[src/oadc_pkg.sv]
`default_nettype none

package oadc_pkg;

   // widths fixed by the ADC and the register bus
   localparam int SAMPLE_W  = 12;
   localparam int GAIN_W    = 8;
   localparam int ADDR_W    = 8;
   localparam int DATA_W    = 8;
   localparam int BYTECNT_W = 7;

   typedef logic [SAMPLE_W-1:0]  sample_t;
   typedef logic [GAIN_W-1:0]    gain_t;
   typedef logic [ADDR_W-1:0]    reg_addr_t;
   typedef logic [DATA_W-1:0]    reg_data_t;
   typedef logic [BYTECNT_W-1:0] bytecnt_t;

   // register map
   localparam reg_addr_t REG_GAIN       = 8'h00;
   localparam reg_addr_t REG_CONTROL    = 8'h01;
   localparam reg_addr_t REG_TRIG_LEVEL = 8'h02;

   // control byte layout
   localparam int CTRL_SRC_BIT  = 0; // 1 = adc input, 0 = test counter
   localparam int CTRL_TRIG_BIT = 1;

   // upper bits of the level that live in byte 1
   localparam int LEVEL_HI_W = SAMPLE_W - DATA_W;

   typedef struct packed {
      logic    data_source_select;
      logic    adc_trigger_active;
      gain_t   gain;
      sample_t trigger_level;
   } frontend_cfg_t;

endpackage

`default_nettype wire

[src/oadc_registers.sv]
`timescale 1ns/1ns
`default_nettype none

module oadc_registers
   import oadc_pkg::*;
(
   input  wire                clk_usb,
   input  wire                reset,
   input  wire reg_addr_t     reg_address_i,
   input  wire bytecnt_t      reg_bytecnt_i,
   input  wire reg_data_t     reg_datai_i,
   input  wire                reg_read_i,
   input  wire                reg_write_i,
   output reg_data_t          reg_datao_o,
   output frontend_cfg_t      cfg_o
);

   logic byte0;
   logic byte1;

   assign byte0 = (reg_bytecnt_i == bytecnt_t'(0));
   assign byte1 = (reg_bytecnt_i == bytecnt_t'(1));

   // one byte per write strobe
   always_ff @(posedge clk_usb) begin
      if (reset) begin
         cfg_o <= '0;
      end
      else if (reg_write_i) begin
         case (reg_address_i)
            REG_GAIN: begin
               if (byte0)
                  cfg_o.gain <= reg_datai_i;
            end
            REG_TRIG_LEVEL: begin
               if (byte0)
                  cfg_o.trigger_level[DATA_W-1:0] <= reg_datai_i;
               else if (byte1)
                  cfg_o.trigger_level[SAMPLE_W-1:DATA_W] <= reg_datai_i[LEVEL_HI_W-1:0];
            end
            REG_CONTROL: begin
               if (byte0) begin
                  cfg_o.data_source_select <= reg_datai_i[CTRL_SRC_BIT];
                  cfg_o.adc_trigger_active <= reg_datai_i[CTRL_TRIG_BIT];
               end
            end
            default: ; // unmapped, ignored
         endcase
      end
   end

   // read-back mux, zero when idle or unmapped
   always_comb begin
      reg_datao_o = '0;
      if (reg_read_i) begin
         case (reg_address_i)
            REG_GAIN: begin
               if (byte0)
                  reg_datao_o = cfg_o.gain;
            end
            REG_TRIG_LEVEL: begin
               if (byte0)
                  reg_datao_o = cfg_o.trigger_level[DATA_W-1:0];
               else if (byte1)
                  reg_datao_o = reg_data_t'(cfg_o.trigger_level[SAMPLE_W-1:DATA_W]);
            end
            REG_CONTROL: begin
               if (byte0) begin
                  reg_datao_o[CTRL_SRC_BIT]  = cfg_o.data_source_select;
                  reg_datao_o[CTRL_TRIG_BIT] = cfg_o.adc_trigger_active;
               end
            end
            default: reg_datao_o = '0;
         endcase
      end
   end

endmodule

`default_nettype wire

[src/sample_source.sv]
`timescale 1ns/1ns
`default_nettype none

module sample_source
   import oadc_pkg::*;
(
   input  wire                clk_usb,
   input  wire                reset,
   input  wire frontend_cfg_t cfg_i,
   input  wire sample_t       adc_data_i,
   output sample_t            sample_o
);

   sample_t test_count;
   sample_t source_mux;
   sample_t sample_pre;

   assign source_mux = cfg_i.data_source_select ? adc_data_i : test_count;

   // free-running test pattern, wraps at 12 bits
   always_ff @(posedge clk_usb) begin
      if (reset)
         test_count <= '0;
      else
         test_count <= test_count + 1'b1;
   end

   // two-stage resample keeps the capture path alignment
   always_ff @(posedge clk_usb) begin
      if (reset) begin
         sample_pre <= '0;
         sample_o   <= '0;
      end
      else begin
         sample_pre <= source_mux;
         sample_o   <= sample_pre;
      end
   end

endmodule

`default_nettype wire

[src/level_trigger.sv]
`timescale 1ns/1ns
`default_nettype none

module level_trigger
   import oadc_pkg::*;
(
   input  wire                clk_usb,
   input  wire                reset,
   input  wire frontend_cfg_t cfg_i,
   input  wire sample_t       sample_i,
   input  wire                armed_and_ready_i,
   output logic               trigger_adc_o
);

   logic armed_r;
   logic armed_rise;
   logic blocked;    // set after a pulse until the next arming
   logic level_hit;
   logic can_fire;
   logic fire;

   assign armed_rise = armed_and_ready_i & ~armed_r;

   // level bit 11 picks the direction
   always_comb begin
      if (cfg_i.trigger_level[SAMPLE_W-1])
         level_hit = (sample_i > cfg_i.trigger_level);
      else
         level_hit = (sample_i < cfg_i.trigger_level);
   end

   assign can_fire = armed_r & cfg_i.adc_trigger_active & ~blocked;
   assign fire     = can_fire & level_hit;

   always_ff @(posedge clk_usb) begin
      if (reset) begin
         armed_r       <= 1'b0;
         trigger_adc_o <= 1'b0;
      end
      else begin
         armed_r       <= armed_and_ready_i;
         trigger_adc_o <= fire;
      end
   end

   // blocking on the firing edge keeps the pulse to one cycle
   always_ff @(posedge clk_usb) begin
      if (reset)
         blocked <= 1'b0;
      else if (fire)
         blocked <= 1'b1;
      else if (armed_rise)
         blocked <= 1'b0; // re-armed
   end

endmodule

`default_nettype wire

[src/gain_pwm.sv]
`timescale 1ns/1ns
`default_nettype none

module gain_pwm
   import oadc_pkg::*;
(
   input  wire                clk_usb,
   input  wire                reset,
   input  wire frontend_cfg_t cfg_i,
   output wire                amp_gain_o
);

   logic [GAIN_W:0] pwm_acc; // carry in the top bit

   // carry rate over 256 cycles is gain/256
   always_ff @(posedge clk_usb) begin
      if (reset)
         pwm_acc <= '0;
      else
         pwm_acc <= {1'b0, pwm_acc[GAIN_W-1:0]} + cfg_i.gain;
   end

   assign amp_gain_o = pwm_acc[GAIN_W];

endmodule

`default_nettype wire

[src/adc_front_end.sv]
`timescale 1ns/1ns
`default_nettype none

module adc_front_end
   import oadc_pkg::*;
(
   input  wire            clk_usb,
   input  wire            reset,
   input  wire sample_t   adc_data_i,
   input  wire            armed_and_ready_i,

   // register bus
   input  wire reg_addr_t reg_address_i,
   input  wire bytecnt_t  reg_bytecnt_i,
   input  wire reg_data_t reg_datai_i,
   output wire reg_data_t reg_datao_o,
   input  wire            reg_read_i,
   input  wire            reg_write_i,

   output wire            trigger_adc_o,
   output wire            amp_gain_o,
   output wire sample_t   sample_o
);

   wire frontend_cfg_t cfg;
   wire sample_t       sample;

   oadc_registers u_registers (
      .clk_usb        (clk_usb),
      .reset          (reset),
      .reg_address_i  (reg_address_i),
      .reg_bytecnt_i  (reg_bytecnt_i),
      .reg_datai_i    (reg_datai_i),
      .reg_read_i     (reg_read_i),
      .reg_write_i    (reg_write_i),
      .reg_datao_o    (reg_datao_o),
      .cfg_o          (cfg)
   );

   sample_source u_sample_source (
      .clk_usb        (clk_usb),
      .reset          (reset),
      .cfg_i          (cfg),
      .adc_data_i     (adc_data_i),
      .sample_o       (sample)
   );

   level_trigger u_level_trigger (
      .clk_usb           (clk_usb),
      .reset             (reset),
      .cfg_i             (cfg),
      .sample_i          (sample),
      .armed_and_ready_i (armed_and_ready_i),
      .trigger_adc_o     (trigger_adc_o)
   );

   gain_pwm u_gain_pwm (
      .clk_usb        (clk_usb),
      .reset          (reset),
      .cfg_i          (cfg),
      .amp_gain_o     (amp_gain_o)
   );

   assign sample_o = sample;

endmodule

`default_nettype wire

[config.mk]
export PLATFORM = sky130hd
export DESIGN_NAME = adc_front_end
export DESIGN_NICKNAME = d
export VERILOG_FILES = /design/src/oadc_pkg.sv /design/src/oadc_registers.sv /design/src/sample_source.sv /design/src/level_trigger.sv /design/src/gain_pwm.sv /design/src/adc_front_end.sv
export SDC_FILE = /design/constraint.sdc
export NUM_CORES = 1
export LEC_CHECK = 0
export BUFFER_PORTS_ARGS = -buffer_cell sky130_fd_sc_hd__buf_2
export CORE_UTILIZATION = 55
export CTS_CLUSTER_SIZE = 40
export DETAILED_ROUTE_END_ITERATION = 7
export PLACE_DENSITY = 0.79
export SKIP_CTS_REPAIR_TIMING = 1
export SLEW_MARGIN = 25
export SYNTH_ARGS = -nofsm -noshare
export SYNTH_HDL_FRONTEND = slang
export SYNTH_SLANG_ARGS = --single-unit
[constraint.sdc]
create_clock -name clk_usb -period 2.28 [get_ports clk_usb]
set_clock_uncertainty 0.05 [all_clocks]
set_input_delay 0.228 -clock clk_usb [delete_from_list [all_inputs] [get_ports clk_usb]]
set_output_delay 0.228 -clock clk_usb [all_outputs]
set_load 0.03 [all_outputs]
Word level (Yosys, flattened, before mapping)
Index checks and enable logic that the tools add are counted.
- register bits: 70
- output and inout bits: 22
- add/subtract/negate cells: 2
- $lt $le $gt $ge: 2
- equality and inequality tests: 3
- muxes and demuxes: 11
- bitwise gates (word level): 7
- reduce and logical (&&, ||, !) cells: 7
- operators with widths (cell ; count):
    8-bit two-way mux ; 3
    12-bit by 1-bit adder with 12-bit output (second input constant) ; 1
    12-bit > comparator ; 1
    12-bit < comparator ; 1
    12-bit two-way mux ; 1
    6-bit case mux with 2 select lines ; 1
    8-bit by 8-bit adder with 9-bit output ; 1
    3-bit AND reduction ; 3
    8-bit by 1-bit equality test with 1-bit output (second input constant) ; 1
    8-bit by 2-bit equality test with 1-bit output (second input constant) ; 1
    8-bit logical NOT ; 1
    7-bit by 1-bit equality test with 1-bit output (second input constant) ; 1
    7-bit logical NOT ; 1
    2-bit case mux with 3 select lines ; 1
    1-bit AND ; 4
    4-bit two-way mux ; 1
    4-bit AND reduction ; 1
    1-bit two-way mux ; 3
    1-bit inverter ; 3
    2-bit two-way mux ; 1
    2-bit nonzero test ; 1

Depth between registers and ports, before layout
- word-level depth: 5
- gate-level depth with buffers: 8
- mapped depth without buffers: 8

Cells and area by module
A second synthesis with hierarchy kept.
- cells, all modules: 351
- area total of the unflattened synthesis: 3324.4 µm²
- modules (own cells, without submodules) (module ; times used ; cells an instance ; area an instance (µm²) ; sequential area each (µm²)):
    sample_source ; 1 ; 120 ; 1231.2 ; 720.7
    oadc_registers ; 1 ; 125 ; 1153.6 ; 440.4
    gain_pwm ; 1 ; 54 ; 514.2 ; 180.2
    level_trigger ; 1 ; 52 ; 425.4 ; 60.1

Worst setup path before layout
Ideal clock, no wire load.
- path type: input-to-output
- start point: input reg_bytecnt_i[1]
- end point: output reg_datao_o[0]
- data arrival time: 1840 ps
- data required time: 2002 ps
- setup slack: 162 ps
- cell stages on the path: 6
- buffers on the path: 1
- path through: nor4_2 -> and4_1 -> buf_6 -> nand2_1 -> a21o_1 -> a221oi_1
- longest elaborated chain between the ends: 5
- elaborated cells between the ends (all ways): 8
- classes of those cells: eq/ne: 1; mux: 6; reduce/logical: 1
- RTL lines (item ; line ; source):
    from (decl) ; adc_front_end.sv:14 ; input wire bytecnt_t reg_bytecnt_i,
    7-bit by 1-bit equality test with 1-bit output ; oadc_registers.sv:22 ; assign byte1 = (reg_bytecnt_i == bytecnt_t'(1));
    4-bit two-way mux ; oadc_registers.sv:64 ; else if (byte1)
    8-bit two-way mux ; oadc_registers.sv:62 ; if (byte0)
    2-bit case mux with 3 select lines (*) ; oadc_registers.sv:56 ; case (reg_address_i)
    8-bit two-way mux (*) ; oadc_registers.sv:55 ; if (reg_read_i) begin
    to (decl) ; adc_front_end.sv:16 ; output wire reg_data_t reg_datao_o,
Every way passes the cells marked *; elsewhere a longest branch is shown, timed or not.

Worst setup path after layout
- start point: register u_registers.cfg_o[12] (netlist name)
- end point: register u_gain_pwm.pwm_acc[6]
- longest elaborated chain between the ends: 1
- RTL lines (item ; line ; source):
    from (decl) ; oadc_registers.sv:15 ; output frontend_cfg_t cfg_o
    8-bit by 8-bit adder with 9-bit output ; gain_pwm.sv:20 ; pwm_acc <= {1'b0, pwm_acc[GAIN_W-1:0]} + cfg_i.gain;
    to (signal assigned) ; gain_pwm.sv:20 ;
    to (decl) ; gain_pwm.sv:13 ; logic [GAIN_W:0] pwm_acc;
Every way passes these cells.
A chain may end at the register's enable or synchronous reset.

==> results_dict.tcl <==
set metrics [dict create \
    run_status "finished clean" \
    p_per_area_nw_per_um2 620 \
    synth_common_cells "70 x dfxtp_1, 65 x nor2_1, 40 x mux2i_1, 21 x ha_1, 20 x nor2b_1" \
    critPathMaxFanout 4 \
    path_clk_slew_ns 0.07 \
    antenna_left 0 \
    grt.overflow.total 0 \
    yosysUniqueCellTypes 43 \
    yosysMostFrequentCell "dfxtp_1" \
    cts_buffers 9 \
    start_kind "flop" \
    post-route-util 0.674 \
    syn_area_um2 3240 \
    synth_edf_count 0 \
    cts.sinks 70 \
    layout.nets 469 \
    hpwl_um 4700 \
    synth_seq_area_share 0.432 \
    worst_pin_slew_ns 0.664 \
    power.share.clock 0.426 \
    antenna_found_initial 0 \
    p_leak_uw 0.00166 \
    stdcell_count 484 \
    grt_use_met3 0.0529 \
    cp.required_ns 2.48 \
    rows 27 \
    fillers 483 \
    relSlewSlack 0.557 \
    routedWlPerCell_um 13.2 \
    drt-total-wl_um 6390 \
    gr-usage-met2 0.360 \
    cts_tree "built" \
    setup_violations 0 \
    clock_latency_ns 0.34 \
    yosysTopAreaCell "dfxtp_1" \
    slowest_delay_ns 0.37 \
    netlist.area_leader.share 0.432 \
    grt_pass1_vias 2428 \
    endpoint_kind "flop" \
    avgViaCountPerCell 5.32 \
    grt_util_all_layers 0.224 \
    antennaDiodeCount 0 \
    grtUsageMet1 0.286 \
    p_comb_frac 0.046 \
    core_area_um2 5610 \
    hold_violations 0 \
    initial_core_util 0.578 \
    cp.buffers_inverters 1 \
    synth_seq_cells 70 \
    place_ws_ns 0.175 \
    worst_slack_ns 0.170 \
    drtIter0Drc 153 \
    drive_gt1_frac 0.201 \
    power_switching_uw 532 \
    crit_family "compound AO/OA/AOI/OAI gates" \
    gp_congestion 0.834 \
    hold_class "primary input to flop" \
    top_usage_layer "met2" \
    criticalPathCategory "flop to flop" \
    cts_root_buffer "clkbuf_8" \
    swShare 0.227 \
    syn_avg_cell_area_um2 9.29 \
    period_share 0.925 \
    grt_pass1_wl_um 10700 \
    p_seq_frac 0.528 \
    grt_max_degree 71 \
    ir_drop_uv 899 \
    drc_errors 0 \
    io_pins 62 \
    die_w_um 78.8 \
    synth_ff_type "dfxtp_1" \
    async_flop_share 0 \
    syn_inst 349 \
    yosysWarnings 0 \
    die_y_um 78.8 \
    maxSlewViolCount 0 \
    io_buffers 61 \
    p_int_uw 1810 \
    cts_max_level 3 \
    floorplan.die_area_um2 6210 \
    clock_path_buffers 2 \
    timing.hold.ws_ns 0.0718 \
    cp_slowest_cell "dfxtp_1" \
    dp.cells 468 \
    synthToLayoutAreaGrowth_pct 16.5 \
    setup_tns_ns 0 \
    syn_nets 411 \
    r2r_slack_ns 0.17 \
    rsz0062_at_grt "no" \
    finalCriticalPeriod_ns 2.11 \
    drt-pass1-iter-count 4 \
    fmax_ghz 0.474 \
    route.vias.total 2574 \
    worstPathCellList "ha_1 > inv_1 > fa_1 > nor2b_1 > o21ai_1 > a21boi_0 > o21ai_0 > a221oi_1" \
    worstPathArrival_ns 2.31 \
    maxCapViolations 0 \
    yosys-top-cells-area "dfxtp_1 43%, mux2i_1 12%, ha_1 8.1%" \
]
[state kept, by name (all words and copies together), names as in the netlist]
name	count
u_gain_pwm.pwm_acc	9
u_level_trigger.armed_r	1
u_level_trigger.blocked	1
u_level_trigger.trigger_adc_o	1
u_registers.cfg_o	22
u_sample_source.sample_o	12
u_sample_source.sample_pre	12
u_sample_source.test_count	12
[power by group through the flow]
stage | registers [uW] | clock network, uW | logic [uW]
2_1_floorplan | 1270 | 0 | 53.3
3_3_place_gp | 1270 | 0 | 106
3_5_place_dp | 1270 | 0 | 108
4_1_cts | 1240 | 1020 | 109
5_1_grt | 1240 | 1070 | 120
6_report | 1240 | 998 | 108
[placed cells by master, fill, tap and decap left out, types with 3 or more instances in the layout]
cell type | synthesis | final
a221oi_1 | 3 | 3
buf_2 | 3 | 61
nand4_1 | 6 | 6
mux2i_1 | 40 | 40
a21oi_1 | 11 | 11
xor2_1 | 8 | 8
clkbuf_8 | 0 | 10
xnor2_1 | 3 | 3
nor3_1 | 5 | 5
and3_1 | 3 | 3
o21a_1 | 3 | 3
o21ai_0 | 8 | 8
nand2_1 | 14 | 14
buf_4 | 0 | 3
inv_1 | 18 | 18
nor2_1 | 65 | 65
nor2b_1 | 20 | 20
nand3_1 | 4 | 4
dfxtp_1 | 70 | 70
o211ai_1 | 3 | 3
ha_1 | 21 | 21
[cells by family (layout without fill, tap and decap cells)]
logic type      after synthesis  after routing  synth area share
buf+inv                      35             98            0.0463
flops                        70             70             0.432
simple gates                133            133             0.205
compound gates               37             37            0.0729
fa+ha+maj                    22             22            0.0872
mux                          41             41             0.127
xor+xnor                     11             11            0.0297
[final timing paths]
path	cells after the start	to	start
max	8	u_gain_pwm.pwm_acc[6]	u_registers.cfg_o[12]
min	3	u_sample_source.sample_pre[11]	adc_data_i[11]
max reg2reg	8	u_gain_pwm.pwm_acc[6]	u_registers.cfg_o[12]
min reg2reg	1	u_sample_source.sample_o[8]	u_sample_source.sample_pre[8]
[area by class of cell]
class	instances	area, um2	area share
Clock buffer	11	141	0.0374
Inverter	18	67.6	0.0179
Multi-Input combinational cell	244	1690	0.448
Timing Repair Buffer	64	328	0.0868
Sequential cell	70	1400	0.371
Tap cell	72	90.1	0.0238
Clock inverter	5	58.8	0.0156
[metrics by stage]
| step | instance area [um2] | total power, uW |
|---|---|---|
| floorplan | 3240 | 1320 |
| global placement | 3580 | 1370 |
| detailed placement | 3580 | 1370 |
| CTS | 3780 | 2370 |
| global route | 3780 | 2430 |
| finish | 3780 | 2340 |
[layer usage]
layer	routed length [um]	part of all wire
met1	3090	0.48
met2	2940	0.46
met4	66	0.010
met5	0	0
met3	297	0.046
[worst reg2reg max path: cells and delay by family, from the launching register on]
kind	cells	cell delay, ns
buffers and inverters	1	0.05
adders and majority gates	2	0.55
DFF	1	0.37
AOI/OAI and AO/OA	4	0.83
and+or+nand+nor	1	0.16
Note: power is estimated with default switching activity, not from simulation.
